`src/include/hero_settings.svh`:
```
`ifndef HERO_SETTINGS_SVH
`define HERO_SETTINGS_SVH

// bus widths, address counts words
`define HERO_AW 16
`define HERO_DW 32

// subsystem size
`define HERO_N_CLUSTERS 4
`define HERO_L2_WORDS 256

// job shape, cluster i owns words i*stride onwards
`define HERO_JOB_LEN 4
`define HERO_CLUSTER_STRIDE 16

// shared completion counter, last L2 word
`define HERO_DONE_ADDR 255

`endif
```
`src/source/hero_pkg.sv`:
```
`include "hero_settings.svh"

package hero_pkg;

  typedef logic [`HERO_AW-1:0]   addr_t;
  typedef logic [`HERO_DW-1:0]   data_t;
  typedef logic [`HERO_DW/8-1:0] sel_t;

  // carried in the wishbone cycle tag
  typedef enum logic [1:0] {
    AMO_NONE,
    AMO_ADD,
    AMO_SWAP
  } amo_op_e;

  typedef struct packed {
    logic    cyc;
    logic    stb;
    logic    we;
    addr_t   adr;
    data_t   dat;
    sel_t    sel;
    amo_op_e tgc;
  } wb_req_t;

  typedef struct packed {
    logic  ack;
    logic  err;
    data_t dat;
  } wb_rsp_t;

  // single-port memory cycle
  typedef struct packed {
    logic  en;
    logic  we;
    addr_t addr;
    data_t wdata;
    sel_t  be;
  } mem_req_t;

  typedef enum logic [2:0] {
    CL_IDLE,
    CL_READ,
    CL_WRITE,
    CL_AMO,
    CL_DONE
  } cl_state_e;

endpackage

```
`src/source/l2_atomics.sv`:
```
module l2_atomics (
  input  logic               clk_i,
  input  logic               reset_i,
  input  hero_pkg::wb_req_t  wb_req_i,
  output hero_pkg::wb_rsp_t  wb_rsp_o,
  output hero_pkg::mem_req_t mem_req_o,
  input  hero_pkg::data_t    mem_rdata_i
);
  import hero_pkg::*;

  typedef enum logic [1:0] {
    AT_IDLE,
    AT_WRITE,
    AT_ACK
  } at_state_e;

  at_state_e state_q;
  logic      req_valid;
  logic      is_amo;

  assign req_valid = wb_req_i.cyc & wb_req_i.stb;
  assign is_amo    = (wb_req_i.tgc != AMO_NONE);

  always_comb begin
    mem_req_o       = '0;
    mem_req_o.addr  = wb_req_i.adr;
    mem_req_o.wdata = wb_req_i.dat;
    case (state_q)
      AT_IDLE: begin
        // an atomic starts with a plain read
        mem_req_o.en = req_valid;
        mem_req_o.we = wb_req_i.we & ~is_amo;
        mem_req_o.be = wb_req_i.sel;
      end
      AT_WRITE: begin
        mem_req_o.en = 1'b1;
        mem_req_o.we = 1'b1;
        mem_req_o.be = '1;
        if (wb_req_i.tgc == AMO_ADD) begin
          mem_req_o.wdata = mem_rdata_i + wb_req_i.dat;
        end
      end
      default: begin
        mem_req_o.en = 1'b0;
      end
    endcase
  end

  always_ff @(posedge clk_i) begin
    if (reset_i) begin
      state_q <= AT_IDLE;
    end else begin
      case (state_q)
        AT_IDLE: begin
          if (req_valid) begin
            state_q <= is_amo ? AT_WRITE : AT_ACK;
          end
        end
        AT_WRITE: state_q <= AT_ACK;
        default:  state_q <= AT_IDLE;
      endcase
    end
  end

  // read-first memory still shows the old word during the ack
  assign wb_rsp_o.ack = (state_q == AT_ACK);
  assign wb_rsp_o.err = 1'b0;
  assign wb_rsp_o.dat = mem_rdata_i;

endmodule

```
`config.mk`:
```
export PLATFORM = sky130hd
export DESIGN_NAME = l2_atomics
export DESIGN_NICKNAME = d
export VERILOG_FILES = /design/src/source/hero_pkg.sv /design/src/source/l2_atomics.sv
export VERILOG_INCLUDE_DIRS = /design/src /design/src/include
export SDC_FILE = /design/constraint.sdc
export NUM_CORES = 1
export LEC_CHECK = 0
export BUFFER_PORTS_ARGS = -buffer_cell sky130_fd_sc_hd__buf_4
export CORE_MARGIN = 2
export CORE_UTILIZATION = 46
export CTS_BUF_LIST = sky130_fd_sc_hd__clkbuf_4 sky130_fd_sc_hd__clkbuf_8
export DETAILED_ROUTE_END_ITERATION = 10
export PLACE_DENSITY = 0.93
export SLEW_MARGIN = 20
export SYNTH_ARGS = -nofsm -noshare
export SYNTH_HDL_FRONTEND = slang
export SYNTH_SLANG_ARGS = --single-unit
```
`constraint.sdc`:
```
create_clock -name clk_i -period 4 [get_ports clk_i]
set_input_delay 0.2 -clock clk_i [delete_from_list [all_inputs] [get_ports clk_i]]
set_output_delay 0.2 -clock clk_i [all_outputs]
set_load 0.01 [all_outputs]
```
### Word-level counts from Yosys, hierarchy flattened

Index checks and enable logic that the tools add are counted.
Widths: inputs -> output; s select.

| storage, ports and cells | value |
|---|---|
| word-level logic and storage cells | 19 |
| input port bits | 91 |
| output and inout port bits | 88 |
| register bits after elaboration | 2 |

| cells by class | value |
|---|---|
| reduce and logical (&&, ||, !) cells | 2 |
| eq/ne operators | 4 |
| add/subtract/negate cells | 1 |
| muxes and demuxes | 8 |
| bitwise gates (word level) | 3 |

Operator list:

| cell | number |
|---|---|
| $mux 32 | 2 |
| $add 32x32->32 | 1 |
| $pmux 4 s2 | 1 |
| $eq 2x1->1 const B | 2 |
| $mux 2 | 2 |
| $pmux 1 s2 | 2 |
| $pmux 2 s2 | 1 |
| $and 1x1->1 | 2 |
| $eq 2x2->1 const B | 1 |
| $logic_not 2->1 | 1 |
| $ne 2x2->1 const B | 1 |
| $reduce_bool 2->1 | 1 |
| $not 1->1 | 1 |

### Logic depth before layout (Yosys ltp)

| depth | value |
|---|---|
| depth in word-level cells | 4 |
| mapped depth | 11 |
| gate-level depth less buffers | 11 |

### Least setup slack after synthesis

No wires, ideal clock.

| path | value |
|---|---|
| path kind | in2out |
| from | input port wb_req_i[6] (netlist bit) |
| to | output port mem_req_o[34] (netlist bit) |
| required time | 3,800 ps |
| buffers on the path | 0 |
| slack | 1,344 ps |
| data arrival time | 2,456 ps |
| stages on the path | 11 |
| path through | ha_1 > fa_1 > a21o_1 > a221oi_4 > o22ai_2 > o22ai_4 > o31ai_2 > a221o_1 > a21oi_2 > xnor2_1 > o21ai_1 |

RTL lines:

| item | line | source |
|---|---|---|
| start: declaration | l2_atomics.sv:4 | `input hero_pkg::wb_req_t wb_req_i,` |
| end: declaration | l2_atomics.sv:6 | `output hero_pkg::mem_req_t mem_req_o,` |

==> results.txt <==
For this run, the number of Yosys warnings is 0. Measured in cells, the most critical reg-to-reg path has a length of 3. The first TritonRoute pass finished after 4 iterations. For the portion of the post-synthesis area used by sequential elements, the log shows 0.0162. Once detail routing completed, the nets flagged for antenna violations numbered 0. The worst setup path is launched from a primary input. The proportion of power drawn by flip-flops and latches is 0.042, and the number of antenna violations at the first check in global routing is 0.

The leading cell type in the layout, fill and taps excluded is sky130_fd_sc_hd__buf_4. The standby leakage power is 1.76 nW, and the final hold slack is 0.245 ns. The first-pass GRT wire length is 11100 um, and the net count after synthesis is 490. Clock tree synthesis inserted a total of 3 buffers.

Across the routed clock network, the largest skew measured is 0.0000863 ns. The mean post-synth cell area came out at 6.73 um2. The die area is 5970 um2.

The kind of cell adding the most delay to the critical path was compound AO/OA/AOI/OAI gates. The ratio of final minimum period to clock period is 0.785. The worst hold path passes through 3 cells. For the number of global-route vias before repair, the log shows 2596. TritonCTS built the clock tree. The via-per-instance ratio works out to 5.44.

The actual transition at the worst max-transition pin came out at 0.647 ns. In this design, the stage delay of the slowest critical-path cell is 0.42 ns. The tools report the relative contribution of combinational cells to total power as 0.803.

The endpoint of the worst hold-timing path was state_q[0]. The critical path is of the in -> out type. The deepest level of the CTS H-tree is 1, and the number of I/O port buffers is 145. Once detailed placement completed, the half-perimeter wirelength came to 5870 um.

Power comes to 0.000565 W. Critical path's most frequent cell: sky130_fd_sc_hd__a21o_1. Critical path required time: 3.80 ns. In this run the critical register-to-register path is captured at state_q[1]. Data on the critical path arrives at its endpoint at 2.94 ns.

The combined global-route utilization of all metal layers is 0.218. The switching power share of the total works out to 0.448. The area growth from synthesis to layout is 33.0%. For this block, the initial DRC count from the detailed router was 161. Traced cell by cell, the critical path runs through buf_4, ha_1, fa_1, a21o_1, a221o_1, a21boi_1, o21ai_0, a21o_1, a21o_1, a21oi_1, xor2_1, o21ai_1, buf_4. The synthesized design contains 0 enable-type register cells. The share of layout cells above drive strength 1 was 0.355; the setup slack of the most critical reg-to-reg path was 2.81 ns.

The routed design has 6980 um of wire. Leaving out fill and tap cells, the most frequent cells in the layout are 147 x sky130_fd_sc_hd__buf_4, 46 x sky130_fd_sc_hd__nand2_1, 40 x sky130_fd_sc_hd__o21ai_0, 31 x sky130_fd_sc_hd__ha_1, 27 x sky130_fd_sc_hd__a21oi_1. The run finished with clean final reports. STA classifies the critical path endpoint as a primary output.

After floorplanning, the core was divided into 26 placement rows. The largest total area in the synthesized netlist belongs to sky130_fd_sc_hd__ha_1. Internal power of the cells: 0.000312 W. The proportion of register bits with asynchronous set or reset after synthesis is 0, and the remaining design rule violation count is 0. The number of flip-flops in the largest register was 2. Gates resized during post-CTS repair numbered 0.

The proportion of netlist area held by the largest area contributor was 0.157. The dominant synthesized flop cell is sky130_fd_sc_hd__dfxtp_1. In this run the worst hold path is classified as in -> reg.

Sorting the synthesized cells by area gives the leading types as sky130_fd_sc_hd__ha_1 16%, sky130_fd_sc_hd__buf_4 15%, sky130_fd_sc_hd__o21ai_0 8.1%, sky130_fd_sc_hd__a21o_1 7.3%, sky130_fd_sc_hd__nand2_1 7.0%. In this run the count of I/O pins placed on the die edge is 179. In the synthesized netlist, the number of instances is 367. For this run the aggregate overflow at the end of global routing stands at 0. After synthesis the cells add up to 2470 um2. The tools report the number of distinct library cell variants in the gate-level netlist after synthesis as 52. Adding up every negative setup slack in the final design gives 0 ns.

Buffer cell driving the clock tree root: sky130_fd_sc_hd__clkbuf_8. For this design the total switching power over the nets is 0.000253 W. The core region is 5140 um2. Across all layers, the routed design uses 2852 vias. The tools report the largest vdd supply drop as 208 uV. The largest registers in the layout are state_q x2. The startpoint identified for the worst register-to-register timing path is state_q[0]. The clock-pin slew of the registers on the worst-case setup and hold paths works out to 0.03 ns.

The run gives 0 as the number of buffers inserted by post-CTS setup repair. The vertical extent of the die was 77.3 um; the number of pins exceeding their max-slew limit in the final report was 0. Setup violations remaining at the end of the flow were counted as 0. The final RePlAce weighted congestion came out at 0.873.

The ratio of total power to cell area is 172 nW/um2, and the worst slew margin relative to its limit is 0.568. The repair_antennas step left the layout with diodes totalling 0. In the final routed layout, each cell accounts on average for 13.3 um. Entering global routing, the biggest net connects 35 pins. The maximum clock frequency was 0.319 GHz; the clock period minus worst slack was 3.14 ns. The run gives 0.639 as the core occupancy in the finished layout. For the number of nets in the finished design, the log shows 579. The clock reaches the later pin of the worst-skew pair after 0.22 ns.

The initial cell density of the core was 0.480. The slowest cell on the critical path was sky130_fd_sc_hd__fa_1. The run gives 0 as the final number of hold-violating endpoints.

The number of synthesized register bits was 2; the sum of buffers and inverters on the critical path was 2. Setup repair after global routing left no endpoint under its margin. state_q holds more flip-flops than any other register. Clock tree synthesis found a total of 2 sinks. The worst-case clock buffer depth was 2. Share of power burned in the clock network: 0.155. The top fanout value on the critical path was 3; the die width was 77.3 um. Hold repair after CTS inserted 0 buffers.

The startpoint identified for the worst hold timing path is reset_i. The number of max-cap violations was 0.
==> cells in the mapped netlist (2+ instances only) <==
master / n
sky130_fd_sc_hd__ha_1: 31
sky130_fd_sc_hd__and2_1: 3
sky130_fd_sc_hd__nand2_1: 46
sky130_fd_sc_hd__a31oi_1: 4
sky130_fd_sc_hd__a211o_1: 2
sky130_fd_sc_hd__o21ai_0: 40
sky130_fd_sc_hd__and3_1: 3
sky130_fd_sc_hd__nand2b_1: 5
sky130_fd_sc_hd__nand4_1: 5
sky130_fd_sc_hd__nor4b_1: 2
sky130_fd_sc_hd__a31o_2: 3
sky130_fd_sc_hd__nor2_1: 25
sky130_fd_sc_hd__nor3_1: 3
sky130_fd_sc_hd__xor2_1: 15
sky130_fd_sc_hd__dfxtp_1: 2
sky130_fd_sc_hd__nand3_1: 11
sky130_fd_sc_hd__a221o_1: 2
sky130_fd_sc_hd__o21ai_1: 2
sky130_fd_sc_hd__or3_1: 2
sky130_fd_sc_hd__buf_4: 49
sky130_fd_sc_hd__o21bai_1: 2
sky130_fd_sc_hd__nor2b_1: 2
sky130_fd_sc_hd__a21o_1: 24
sky130_fd_sc_hd__o21a_1: 2
sky130_fd_sc_hd__inv_1: 7
sky130_fd_sc_hd__xnor2_1: 11
sky130_fd_sc_hd__a21oi_1: 27
sky130_fd_sc_hd__clkbuf_1: 13
==> metrics by stage <==
step                      cells  instance area, um2  setup WS (ns)
final                       524                3280          0.862
after global routing        524                3280          0.642
after CTS                   524                3280          0.862
after detailed placement    521                3240          0.875
after global placement      521                3240          0.989
after floorplan             367                2470           1.34
==> per-layer routing <==
metal | track usage | wire [um] | vias up
met4 | 0.0982 | 173 | 0
met1 | 0.250 | 2840 | 1267
met5 | 0 | 0 | -
li1 | - | - | 1434
met3 | 0.0282 | 507 | 16
met2 | 0.400 | 3450 | 135
==> final cells by class <==
class / count / area, um2
multi-input cells: 295 / 1990
fillers: 459 / 1860
repair buffers: 147 / 1100
well taps: 70 / 87.6
clock buffers: 3 / 41.3
flip-flops and latches: 2 / 40.0
inverters: 7 / 26.3
==> worst max path at each step <==
| stage | slack, ns | startpoint | cells after the start | to |
|---|---|---|---|---|
| after global routing | 0.64 | wb_req_i[6] | 13 | mem_req_o[20] |
| after floorplan | 1.34 | wb_req_i[6] | 11 | mem_req_o[34] |
| after detailed placement | 0.88 | wb_req_i[6] | 13 | mem_req_o[20] |
| final | 0.86 | wb_req_i[6] | 13 | mem_req_o[20] |
| after CTS | 0.86 | wb_req_i[6] | 13 | mem_req_o[20] |
| after global placement | 0.99 | wb_req_i[6] | 13 | mem_req_o[20] |
==> worst reg2reg max path: cells and delay by family (launching register included) <==
kind	cells	cell delay (ns)
DFF	1	0.52
and+or+nand+nor	2	0.50
AOI/OAI and AO/OA	1	0.10
==> cells by family (layout without fill, tap and decap cells) <==
kind of cell | after synthesis | after routing | synth area share
AND/OR/NAND/NOR | 112 | 112 | 0.212
flip-flops | 2 | 2 | 0.0162
multiplexers | 2 | 2 | 0.00862
buffers and inverters | 70 | 157 | 0.181
AO/OA/AOI/OAI | 122 | 122 | 0.323
adder cells (fa/ha/maj) | 32 | 32 | 0.165
XOR/XNOR | 26 | 26 | 0.0922
other | 1 | 1 | 0.00152
==> power groups by stage <==
stage                     sequential [W]  combinational, W   clock, W
after global routing           0.0000241          0.000496  0.0000914
final                          0.0000237          0.000454  0.0000875
after detailed placement       0.0000239          0.000449          0
after CTS                      0.0000237          0.000452  0.0000900
after floorplan                0.0000216          0.000310          0
after global placement         0.0000238          0.000437          0
Note: power is estimated with default switching activity, not from simulation.
