## config.mk

```make
export PLATFORM = sky130hd
export DESIGN_NAME = soc_bus
export DESIGN_NICKNAME = d
export VERILOG_FILES = /design/src/source/hero_pkg.sv /design/src/source/soc_bus.sv
export VERILOG_INCLUDE_DIRS = /design/src /design/src/include
export SDC_FILE = /design/constraint.sdc
export NUM_CORES = 1
export LEC_CHECK = 0
export ABC_AREA = 0
export BUFFER_PORTS_ARGS = -buffer_cell sky130_fd_sc_hd__buf_2
export CAP_MARGIN = 10
export CORE_AREA = 3 3 214 216
export CTS_CLUSTER_DIAMETER = 120
export DETAILED_ROUTE_END_ITERATION = 6
export DIE_AREA = 0 0 217 219
export PLACE_DENSITY = 0.44
export SETUP_SLACK_MARGIN = 0.1
export SKIP_LAST_GASP = 1
export SLEW_MARGIN = 20
export SYNTH_ARGS = -nofsm -noshare
export SYNTH_HDL_FRONTEND = slang
export SYNTH_SLANG_ARGS = --single-unit
```

## constraint.sdc

```tcl
create_clock -name clk_i -period 9.5 [get_ports clk_i]
set_clock_uncertainty 0.1 [all_clocks]
set_input_delay 0.95 -clock clk_i [delete_from_list [all_inputs] [get_ports clk_i]]
set_output_delay 0.95 -clock clk_i [all_outputs]
set_load 0.01 [all_outputs]
```

## src/include/hero_settings.svh

```systemverilog
`ifndef HERO_SETTINGS_SVH
`define HERO_SETTINGS_SVH

// bus widths, address counts words
`define HERO_AW 16
`define HERO_DW 32

// subsystem size
`define HERO_N_CLUSTERS 4
`define HERO_L2_WORDS 256

// job shape, cluster i owns words i*stride onwards
`define HERO_JOB_LEN 4
`define HERO_CLUSTER_STRIDE 16

// shared completion counter, last L2 word
`define HERO_DONE_ADDR 255

`endif
```

## src/source/hero_pkg.sv

```systemverilog
`include "hero_settings.svh"

package hero_pkg;

  typedef logic [`HERO_AW-1:0]   addr_t;
  typedef logic [`HERO_DW-1:0]   data_t;
  typedef logic [`HERO_DW/8-1:0] sel_t;

  // carried in the wishbone cycle tag
  typedef enum logic [1:0] {
    AMO_NONE,
    AMO_ADD,
    AMO_SWAP
  } amo_op_e;

  typedef struct packed {
    logic    cyc;
    logic    stb;
    logic    we;
    addr_t   adr;
    data_t   dat;
    sel_t    sel;
    amo_op_e tgc;
  } wb_req_t;

  typedef struct packed {
    logic  ack;
    logic  err;
    data_t dat;
  } wb_rsp_t;

  // single-port memory cycle
  typedef struct packed {
    logic  en;
    logic  we;
    addr_t addr;
    data_t wdata;
    sel_t  be;
  } mem_req_t;

  typedef enum logic [2:0] {
    CL_IDLE,
    CL_READ,
    CL_WRITE,
    CL_AMO,
    CL_DONE
  } cl_state_e;

endpackage

```

## src/source/soc_bus.sv

```systemverilog
`include "hero_settings.svh"

module soc_bus #(
  parameter int unsigned N_CLUSTERS = `HERO_N_CLUSTERS
) (
  input  logic                               clk_i,
  input  logic                               reset_i,
  input  hero_pkg::wb_req_t [N_CLUSTERS:0]   mst_req_i,
  output hero_pkg::wb_rsp_t [N_CLUSTERS:0]   mst_rsp_o,
  output hero_pkg::wb_req_t                  slv_req_o,
  input  hero_pkg::wb_rsp_t                  slv_rsp_i
);
  import hero_pkg::*;

  // clusters plus the host port
  localparam int unsigned N_MST = N_CLUSTERS + 1;
  localparam int unsigned IDX_W = $clog2(N_MST);

  logic [IDX_W-1:0] grant_q;
  logic             grant_valid_q;
  logic [IDX_W-1:0] pick;
  logic             pick_valid;
  wb_req_t          cur_req;
  logic             active;
  logic             mapped;
  logic             err_done_q;
  logic             err_local;

  // round robin, search starts after the last grant
  always_comb begin : arb
    int cand;
    pick_valid = 1'b0;
    pick       = grant_q;
    for (int k = 1; k <= N_MST; k++) begin
      cand = (int'(grant_q) + k) % N_MST;
      if (!pick_valid && mst_req_i[cand].cyc) begin
        pick_valid = 1'b1;
        pick       = IDX_W'(cand);
      end
    end
  end

  // grant is held as long as the owner keeps cyc
  always_ff @(posedge clk_i) begin
    if (reset_i) begin
      grant_q       <= '0;
      grant_valid_q <= 1'b0;
    end else if (!grant_valid_q || !mst_req_i[grant_q].cyc) begin
      grant_valid_q <= pick_valid;
      if (pick_valid) begin
        grant_q <= pick;
      end
    end
  end

  assign cur_req = mst_req_i[grant_q];
  assign active  = grant_valid_q & cur_req.cyc & cur_req.stb;
  assign mapped  = cur_req.adr < addr_t'(`HERO_L2_WORDS);

  // unmapped accesses never reach L2
  assign slv_req_o = (grant_valid_q && mapped) ? cur_req : '0;

  // local error responder, one pulse per strobe
  assign err_local = active & ~mapped & ~err_done_q;

  always_ff @(posedge clk_i) begin
    if (reset_i) begin
      err_done_q <= 1'b0;
    end else begin
      err_done_q <= active & ~mapped;
    end
  end

  // answer only the granted master
  always_comb begin
    for (int i = 0; i < N_MST; i++) begin
      mst_rsp_o[i] = '0;
      if (grant_valid_q && grant_q == IDX_W'(i)) begin
        mst_rsp_o[i].ack = slv_rsp_i.ack;
        mst_rsp_o[i].err = slv_rsp_i.err | err_local;
        mst_rsp_o[i].dat = slv_rsp_i.dat;
      end
    end
  end

endmodule

```

Word level (Yosys, flattened, before mapping):

Cells that the tools add are included.

* bits in registers: 5
* input port bits: 321
* output and inout port bits: 227
* word-level logic and storage cells: 84

* add/subtract/negate cells: 5
* div/mod/pow operators: 5
* magnitude comparators: 7
* eq/ne operators: 4
* muxes and demuxes: 33
* bitwise operators: 7
* reductions and logical operators: 20

Operators by type and width (count)
* $bmux W57 S3: 6
* $mux W57: 12
* $mux W34: 5
* $lt A32 B5 Y1 const B: 5
* $mod A32 B3 Y32 const B: 5
* $lt A16 B9 Y1 const B: 1
* $mux W3: 5
* $logic_and A1 B1 Y1: 10
* $add A3 B2 Y4 const B: 2
* $add A3 B3 Y4 const B: 2
* $eq A3 B2 Y1 const B: 2
* $logic_not A1 Y1: 6
* $mux W1: 5
* $reduce_bool A5 Y1: 1
* $add A3 B1 Y4 const B: 1
* $and A1 B1 Y1: 4
* $lt A3 B4 Y1 const B: 1
* $eq A3 B1 Y1 const B: 1
* $eq A3 B3 Y1 const B: 1
* $logic_not A3 Y1: 1
* $reduce_and A3 Y1: 1
* $not A1 Y1: 2
* $logic_or A1 B1 Y1: 1
* $or A1 B1 Y1: 1

Logic depth before layout (Yosys ltp):

Gate-level depths: netlist (run 1).

* depth in word-level cells: 19
* mapped depth: 22
* depth with buffers taken out: 17

Worst setup path after synthesis (run 1):

Ideal clock, no wire load.

* path kind: flip-flop to flip-flop
* start point: register grant_q[0]
* end point: register grant_q[1]
* library setup time: 0.143 ns
* arrival time: 4.663 ns
* required time: 9.257 ns
* path slack: 4.595 ns
* cell stages (with the launch flop): 23
* buffers on the path: 6
* clock period less this slack: 4.905 ns
* cells stage by stage: dfxtp_1 > buf_4 > buf_2 > buf_2 > buf_2 > buf_2 > buf_2 > inv_1 > ha_1 > ha_1 > nand2b_1 > o221ai_1 > o31a_1 > inv_1 > ha_1 > inv_1 > a2bb2oi_2 > nor4_1 > o211a_1 > a221oi_4 > nand4b_4 > nor4_2 > a2111oi_2

* word-level cells in the longest chain between the ends: 19
* elaborated cells between the ends (all ways): 49
* those cells by class: add/sub: 5; div: 5; mux: 27; reduce/logical: 12

Ends and longest elaborated chain
* start: declaration: line soc_bus.sv:19 `logic [IDX_W-1:0] grant_q;`
* start signal: assignment: line soc_bus.sv:51 `grant_q <= pick;`
* $add A3 B1 Y4: line soc_bus.sv:35 `cand = (int'(grant_q) + k) % N_MST;`
* $mod A32 B3 Y32: line soc_bus.sv:35
* $bmux W57 S3: line soc_bus.sv:36 `if (!pick_valid && mst_req_i[cand].cyc) begin`
* $mux W57 (implied by the code) (2 in a row): line soc_bus.sv:36
* $mux W1: line soc_bus.sv:36
* $logic_not A1 Y1: line soc_bus.sv:36
* $logic_and A1 B1 Y1: line soc_bus.sv:36
* $mux W1: line soc_bus.sv:36
* [2 not listed]
* $mux W1: line soc_bus.sv:36
* $logic_not A1 Y1: line soc_bus.sv:36
* $logic_and A1 B1 Y1: line soc_bus.sv:36
* $mux W1: line soc_bus.sv:36
* $logic_not A1 Y1: line soc_bus.sv:36
* $logic_and A1 B1 Y1: line soc_bus.sv:36
* $reduce_bool A5 Y1 (no source line) / $mux W1 (equally long branches)
* $reduce_and A3 Y1 (no source line)

Several ways; a longest one is shown, not always the timed one. The select of a mux whose other input is x is not followed.
A chain may end at the register's enable or synchronous reset.

==> flow_metrics.env, run 1 <==
export IMPL_power_share_sequential=0.035
export IMPL_clock_insertion_delay_worst_skew_ns=0.23
export IMPL_cp_end_kind="output pin"
export IMPL_comb_power_share=0.932
export IMPL_post_layout_nonfiller_instances=1779
export IMPL_number_of_setup_violations_in_the_final_report=0
export IMPL_grt_first_pass_wirelength_um=45600
export IMPL_violation_count_after_the_first_detailed_routing_iteration=467
export IMPL_placeableCoreArea_um2=44100
export IMPL_regToRegSetupSlack_ns=4.75
export IMPL_power_switching_fraction=0.567
export IMPL_synthesis_instances=704
export IMPL_post_route_period_util=0.520
export IMPL_tightestPinTransition_ns=1.03
export IMPL_report_final_hold_viol_count=0
export IMPL_pin_count_of_the_biggest_net_entering_global_routing=106
export IMPL_yosysUniqueCellTypes=84
export IMPL_pwr_density_cell_nw_per_um2=246
export IMPL_synth_largest_area_cell="mux4_2"
export IMPL_dr_pass1_iters=5
export IMPL_mostFrequentLayoutCells="539 x buf_2, 102 x and3_1, 73 x and2_1"
export IMPL_timing_hold_worst_class="reg -> reg"
export IMPL_timing_critical_path_slowest_stage_cell="nand2_2"
export IMPL_cts_repair_timing_setup_buffer_count=0
export IMPL_drv_slew=0
export IMPL_outcome="finished clean"
export IMPL_grt_most_used_layer="met2"
export IMPL_pin_count=548
export IMPL_power_switching_w=0.00121
export IMPL_number_of_antenna_violations_at_the_first_check_in_global_routing=5
export IMPL_reg_to_reg_end="grant_q[0]"
export IMPL_grt_overflow=0
export IMPL_place_detailed_instances=1773
export IMPL_avgRoutedWirePerCell_um=18.5
export IMPL_numClockSinks=5
export IMPL_final_nets=1535
export IMPL_detail_route_drc_violations=0
export IMPL_cellLeakagePower_nw=4.85
export IMPL_tritoncts="yes"
export IMPL_synth_cell_area_um2=5390
export IMPL_ctsRootBufferMaster="clkbuf_16"
export IMPL_worst_setup_path_start_kind="input port"
export IMPL_cpLargestDelayFamily="simple AND/OR/NAND/NOR gates"
export IMPL_clkPwrFrac=0.033
export IMPL_rows=77
export IMPL_post_cts_resized_instances=0
export IMPL_die_y_um=219
export IMPL_rsz0062_at_grt="false"
export IMPL_met3_track_demand_over_resource_in_global_routing=0.0183
export IMPL_r2r_start="grant_q[0]"
export IMPL_routed_wl_um=32900
export IMPL_met1_usage=0.164
export IMPL_cpMostUsedCell="a21oi_1"
export IMPL_crit_path_max_cell_delay_ns=0.69
export IMPL_cts_htree_levels=1
export IMPL_max_clk_rate_mhz=202
export IMPL_die_width_um=217
export IMPL_route_antenna_remaining_nets=0
export IMPL_syn_to_final_growth_pct=60.6
export IMPL_synthesis_yosys_warnings=0
export IMPL_via_count_of_the_first_global_routing_pass=7188
export IMPL_synth_largest_type_area_fraction=0.201
export IMPL_cts_root_to_sink_buffers=2
export IMPL_dp_final_hpwl_um=27800
export IMPL_layout_filler_cells=5036
export IMPL_synth_area_top_cells="mux4_2 20%, and3_1 12%, and2_1 8.5%"
export IMPL_timing_critical_path_cells="buf_2 > or4_1 > nor4_1 > a311oi_1 > a21oi_1 > a21oi_1 > a21oi_1 > nand2_2 > nor2_1 > buf_2"
export IMPL_crit_path_start="mst_req_i[50]"
export IMPL_dpl_instance_area_um2=8570
export IMPL_clkSlewWorstSetupHoldPaths_ns=0.03
export IMPL_synth_seq_area_share=0.0186
export IMPL_post_route_cell_area_um2=8650
export IMPL_critPathCapture="slv_req_o[1]"
export IMPL_worstPathBufferInverterCount=2
export IMPL_tns_ns=0
export IMPL_drt_vias_per_instance=4.32
export IMPL_async_flop_share=0
export IMPL_most_frequently_used_flop_master_after_synthesis="dfxtp_1"
export IMPL_vdd_ir_drop_worst_mv=0.119
export IMPL_cp_depth=10
export IMPL_slew_headroom=0.311
export IMPL_gpl_final_weighted_congestion=0.891
export IMPL_postCtsHoldBufs=0
export IMPL_syn_mean_instance_area_um2=7.65
export IMPL_critical_path_required_ns=8.45
export IMPL_drv_cap=0
export IMPL_internal_power_w=0.000922
export IMPL_initial_core_utilization=0.122
export IMPL_utilization=0.196
export IMPL_placement_io_buffers=539
export IMPL_final_period_minus_worst_setup_slack_ns=4.94
export IMPL_largest_fanout_of_any_net_on_the_critical_path=48
export IMPL_min_delay_path_depth=2
export IMPL_final_layout_size_suffix_gt1_frac=0.540
export IMPL_globalRouteTotalUtil=0.124
export IMPL_worst_r2r_cell_count=16
export IMPL_die_area_um2=47500
export IMPL_grt_met2_usage=0.216
export IMPL_route_vias_total=7694
export IMPL_worst_endpoint_arrival_ns=3.89
export IMPL_timing_worst_setup_path_type="in -> out"
export IMPL_layout_commonest_cell="buf_2"
export IMPL_ys_seq_elements=5
export IMPL_cts_made_buffers=3
export IMPL_synth_enable_flop_cells=0
-- synthesized netlist by cell type, types with 6 or more instances --
cell type and n:
inv_1 21, buf_2 15, ha_1 28, buf_4 10, o21ai_0 13, and3_1 104
mux4_2 48, nand3_1 14, nand2_1 29, a31oi_1 7, a21o_1 6, nor2_1 68
nand2b_1 11, nor3_1 6, mux2i_1 10, a22oi_1 48, a21oi_1 20, nor4_1 12
clkbuf_1 47, and2_1 73
-- how the worst min path moves through the flow --
stage,to,start,slack [ns]
after detailed placement,grant_q[1],grant_q[1],0.70
final,grant_q[1],grant_q[1],0.69
after global placement,grant_q[1],grant_q[1],0.71
after global routing,grant_q[1],grant_q[1],0.75
after floorplan,err_done_q,grant_valid_q,0.50
after CTS,grant_q[1],grant_q[1],0.71
-- power groups by stage --
| stage | clock network [W] | logic, W | registers [W] |
|---|---|---|---|
| final | 0.0000698 | 0.00199 | 0.0000747 |
| after global routing | 0.0000736 | 0.00217 | 0.0000792 |
| after CTS | 0.0000711 | 0.00199 | 0.0000754 |
| after detailed placement | 0 | 0.00199 | 0.0000756 |
| after global placement | 0 | 0.00198 | 0.0000758 |
| after floorplan | 0 | 0.00144 | 0.0000418 |
-- state kept, by name, summed over array words and instances (netlist names) --
name	count
err_done_q	1
grant_q	3
grant_valid_q	1
-- layer usage --
| metal | wire (um) | vias to the layer above |
|---|---|---|
| li1 | - | 3610 |
| met1 | 13200 | 3588 |
| met2 | 16000 | 470 |
| met4 | 583 | 0 |
| met3 | 3030 | 26 |
| met5 | 0 | - |
-- through the flow --
stage / setup WS, ns / hold WS (ns) / power [W]
2_1_floorplan: 4.59 / 0.502 / 0.00149
3_3_place_gp: 4.51 / 0.708 / 0.00206
3_5_place_dp: 4.50 / 0.702 / 0.00206
4_1_cts: 4.50 / 0.706 / 0.00214
5_1_grt: 4.32 / 0.754 / 0.00233
6_report: 4.56 / 0.693 / 0.00213
-- worst register-to-register path, stage by stage, from the launching register on --
cell      delay (ns)
dfxtp_4         0.76
inv_1           0.26
ha_1            0.73
ha_1            0.30
nor3_1          0.07
or3_1           0.33
and2_1          0.24
ha_1            0.39
mux2i_1         0.20
nor2_1          0.05
a31oi_1         0.16
nor2_1          0.05
a221oi_1        0.23
mux2_2          0.26
nor2_1          0.07
and4bb_1        0.22
nor4b_2         0.23
-- cell type report --
class | count | area, um2 | share of cell area
antenna | 2 | 5.00 | 0.000578
clock buffer | 4 | 78.8 | 0.00911
inverter | 24 | 90.1 | 0.0104
multi-input combinational | 604 | 4870 | 0.562
sequential | 5 | 106 | 0.0123
tap | 592 | 741 | 0.0856
timing repair buffer | 548 | 2770 | 0.320
-- logic make-up (layout without fill, tap and decap cells) --
| family | Yosys count | in the layout | share of synthesized area |
|---|---|---|---|
| and+or+nand+nor | 340 | 340 | 0.356 |
| muxes | 64 | 64 | 0.234 |
| DFF | 5 | 5 | 0.0186 |
| AOI/OAI and AO/OA | 158 | 158 | 0.227 |
| buffers and inverters | 102 | 576 | 0.0857 |
| adders and majority gates | 28 | 28 | 0.0650 |
| xor gates and xnor gates | 6 | 6 | 0.0125 |
| other | 1 | 10 | 0.000696 |
Note: power is estimated with default switching activity, not from simulation.
==> inputs of run 2 (changes only) <==
--- a/config.mk
+++ b/config.mk
@@ -9,11 +9,11 @@
 export ABC_AREA = 0
 export BUFFER_PORTS_ARGS = -buffer_cell sky130_fd_sc_hd__buf_2
 export CAP_MARGIN = 10
-export CORE_AREA = 3 3 214 216
+export CORE_AREA = 3 3 213 215
 export CTS_CLUSTER_DIAMETER = 120
 export DETAILED_ROUTE_END_ITERATION = 6
-export DIE_AREA = 0 0 217 219
-export PLACE_DENSITY = 0.44
+export DIE_AREA = 0 0 216 218
+export PLACE_DENSITY = 0.45
 export SETUP_SLACK_MARGIN = 0.1
 export SKIP_LAST_GASP = 1
 export SLEW_MARGIN = 20
==> constraint.sdc (replaced) <==
create_clock -name clk_i -period 4.5 [get_ports clk_i]
set_clock_uncertainty 0.1 [all_clocks]
set_input_delay 0.45 -clock clk_i [delete_from_list [all_inputs] [get_ports clk_i]]
set_output_delay 0.45 -clock clk_i [all_outputs]
set_load 0.01 [all_outputs]
==> run 2 against run 1 <==
Effect of this change:
- largest power group unchanged
- utilization rose by 0.34 points
- setup slack worse by 4.1 ns
- first-iteration DRC count is 7.7% higher
- flip-flop and latch count is the same
- wire length shrank 0.78%
- total power increased by 110%
==> flow_metrics.env, run 2 (synthesis gave the netlist of run 1 again) <==
export IMPL_outcome="finished clean"
export IMPL_numClockSinks=5
export IMPL_timing_worst_setup_path_type="reg -> reg"
export IMPL_rows=77
export IMPL_avgRoutedWirePerCell_um=18.3
export IMPL_routed_wl_um=32700
export IMPL_slew_headroom=0.493
export IMPL_regToRegSetupSlack_ns=0.46
export IMPL_tns_ns=0
export IMPL_worst_setup_path_start_kind="register"
export IMPL_r2r_start="grant_q[1]"
export IMPL_pwr_density_cell_nw_per_um2=516
export IMPL_die_area_um2=47100
export IMPL_largest_register_ff_count=3
export IMPL_route_vias_total=7740
export IMPL_drv_slew=0
export IMPL_cts_repair_timing_setup_buffer_count=0
export IMPL_via_count_of_the_first_global_routing_pass=7269
export IMPL_largest_register="grant_q"
export IMPL_hold_end="grant_valid_q"
export IMPL_die_y_um=218
export IMPL_syn_to_final_growth_pct=62.6
export IMPL_vdd_ir_drop_worst_mv=0.249
export IMPL_cpMostUsedCell="ha_1"
export IMPL_reg_to_reg_end="grant_q[1]"
export IMPL_final_layout_size_suffix_gt1_frac=0.546
export IMPL_critical_path_required_ns=4.49
export IMPL_die_width_um=216
export IMPL_grt_first_pass_wirelength_um=45700
export IMPL_grt_overflow=0
export IMPL_timing_final_ws_setup_ns=0.459
export IMPL_postCtsHoldBufs=0
export IMPL_biggestRegsByFlops="grant_q x3, err_done_q x1, grant_valid_q x1"
export IMPL_rsz0062_at_grt="true"
export IMPL_tritoncts="yes"
export IMPL_final_period_minus_worst_setup_slack_ns=4.04
export IMPL_timing_critical_path_cells="inv_2 > ha_1 > o21ai_1 > nand2_1 > xnor2_1 > ha_1 > nand2b_1 > a211o_1 > mux2i_4 > o221ai_2 > o21ai_2 > nand3_1 > a2111oi_0 > a2111oi_2"
export IMPL_pin_count=548
export IMPL_cts_htree_levels=1
export IMPL_clock_insertion_delay_worst_skew_ns=0.23
export IMPL_timing_hold_worst_class="in -> reg"
export IMPL_cp_end_kind="register"
export IMPL_cts_root_to_sink_buffers=2
export IMPL_ctsRootBufferMaster="clkbuf_16"
export IMPL_worst_endpoint_arrival_ns=4.03
export IMPL_crit_path_max_cell_delay_ns=0.54
export IMPL_worst_r2r_cell_count=14
export IMPL_max_clk_rate_mhz=247
export IMPL_detail_route_drc_violations=0
export IMPL_number_of_setup_violations_in_the_final_report=0
export IMPL_hp_start="reset_i"
export IMPL_min_delay_path_depth=2
export IMPL_placement_io_buffers=539
export IMPL_cts_made_buffers=3
export IMPL_globalRouteTotalUtil=0.126
export IMPL_placeableCoreArea_um2=43900
export IMPL_utilization=0.199
export IMPL_clkSlewWorstSetupHoldPaths_ns=0.03
export IMPL_violation_count_after_the_first_detailed_routing_iteration=503
export IMPL_route_antenna_remaining_nets=0
export IMPL_gpl_final_weighted_congestion=0.971
export IMPL_post_route_period_util=0.898
export IMPL_dr_pass1_iters=5
export IMPL_tightestPinTransition_ns=0.761
export IMPL_final_nets=1544
export IMPL_drt_vias_per_instance=4.33
export IMPL_initial_core_utilization=0.123
export IMPL_mostFrequentLayoutCells="539 x buf_2, 103 x and3_1, 73 x and2_1"
export IMPL_report_final_hold_viol_count=0
export IMPL_drv_cap=0
export IMPL_pin_count_of_the_biggest_net_entering_global_routing=104
export IMPL_timing_critical_path_slowest_stage_cell="a2111oi_0"
export IMPL_dp_slack_ns=0.424
export IMPL_layout_commonest_cell="buf_2"
export IMPL_dp_final_hpwl_um=27400
export IMPL_layout_filler_cells=4950
export IMPL_number_of_antenna_violations_at_the_first_check_in_global_routing=8
export IMPL_cellLeakagePower_nw=4.90
export IMPL_largest_fanout_of_any_net_on_the_critical_path=9
==> run 2: power by group <==
part	internal, W	leakage (nW)	total [W]	switching (W)
registers	0.0000695	0.0426	0.000109	0.0000392
clock network	0.000118	0.0382	0.000148	0.0000303
logic	0.00183	4.82	0.00427	0.00244
total	0.00202	4.90	0.00452	0.00250
==> run 2: worst max path at each step <==
stage / startpoint / endpoint / slack [ns] / cells past startpoint
floorplan: grant_q[0] / grant_q[0] / 0.11 / 21
global placement: grant_q[0] / grant_q[0] / 0.43 / 16
detailed placement: grant_q[0] / grant_q[1] / 0.42 / 15
CTS: grant_q[0] / mst_rsp_o[32] / 0.35 / 9
global route: grant_q[0] / grant_q[0] / 0.1 / 17
finish: grant_q[1] / grant_q[1] / 0.46 / 14
==> run 2: cell type report <==
cell class | count | area [um2] | area share
Tap cell | 592 | 741 | 0.0845
Inverter | 24 | 90.1 | 0.0103
Antenna cell | 1 | 2.50 | 0.000286
Sequential cell | 5 | 109 | 0.0124
Multi-Input combinational cell | 604 | 4910 | 0.560
Timing Repair Buffer | 557 | 2840 | 0.324
Clock buffer | 4 | 78.8 | 0.00899
==> run 2: what timing repair did <==
item,4_1_cts,5_1_grt
setup endpoints to repair,0,3
gates resized for setup,0,4
hold endpoints to repair,0,0
==> run 2: stage by stage <==
| stage | hold WS (ns) | cell area, um2 | total power [W] | std cells |
|---|---|---|---|---|
| 6_report | 0.398 | 8760 | 0.00452 | 1787 |
| 5_1_grt | 0.396 | 8760 | 0.00497 | 1787 |
| 4_1_cts | 0.386 | 8740 | 0.00452 | 1786 |
| 3_5_place_dp | 0.572 | 8660 | 0.00435 | 1782 |
| 3_3_place_gp | 0.566 | 8660 | 0.00436 | 1782 |
| 2_1_floorplan | 0.419 | 5460 | 0.00320 | 711 |
==> run 2: worst max-delay path: cells and delay by family, from the launching register on <==
family | cells | cell delay (ns)
AND/OR/NAND/NOR | 3 | 0.39
adder cells (fa/ha/maj) | 2 | 0.72
multiplexers | 1 | 0.24
AO/OA/AOI/OAI | 6 | 1.50
flip-flops | 1 | 0.36
XOR/XNOR | 1 | 0.40
buffers and inverters | 1 | 0.19
==> run 2: metal layers <==
| layer | wire, um | vias up | track usage |
|---|---|---|---|
| met2 | 16100 | 480 | 0.222 |
| met1 | 13000 | 3587 | 0.156 |
| met5 | 27 | - | 0 |
| li1 | - | 3622 | - |
| met3 | 2560 | 47 | 0.0192 |
| met4 | 997 | 4 | 0.0425 |
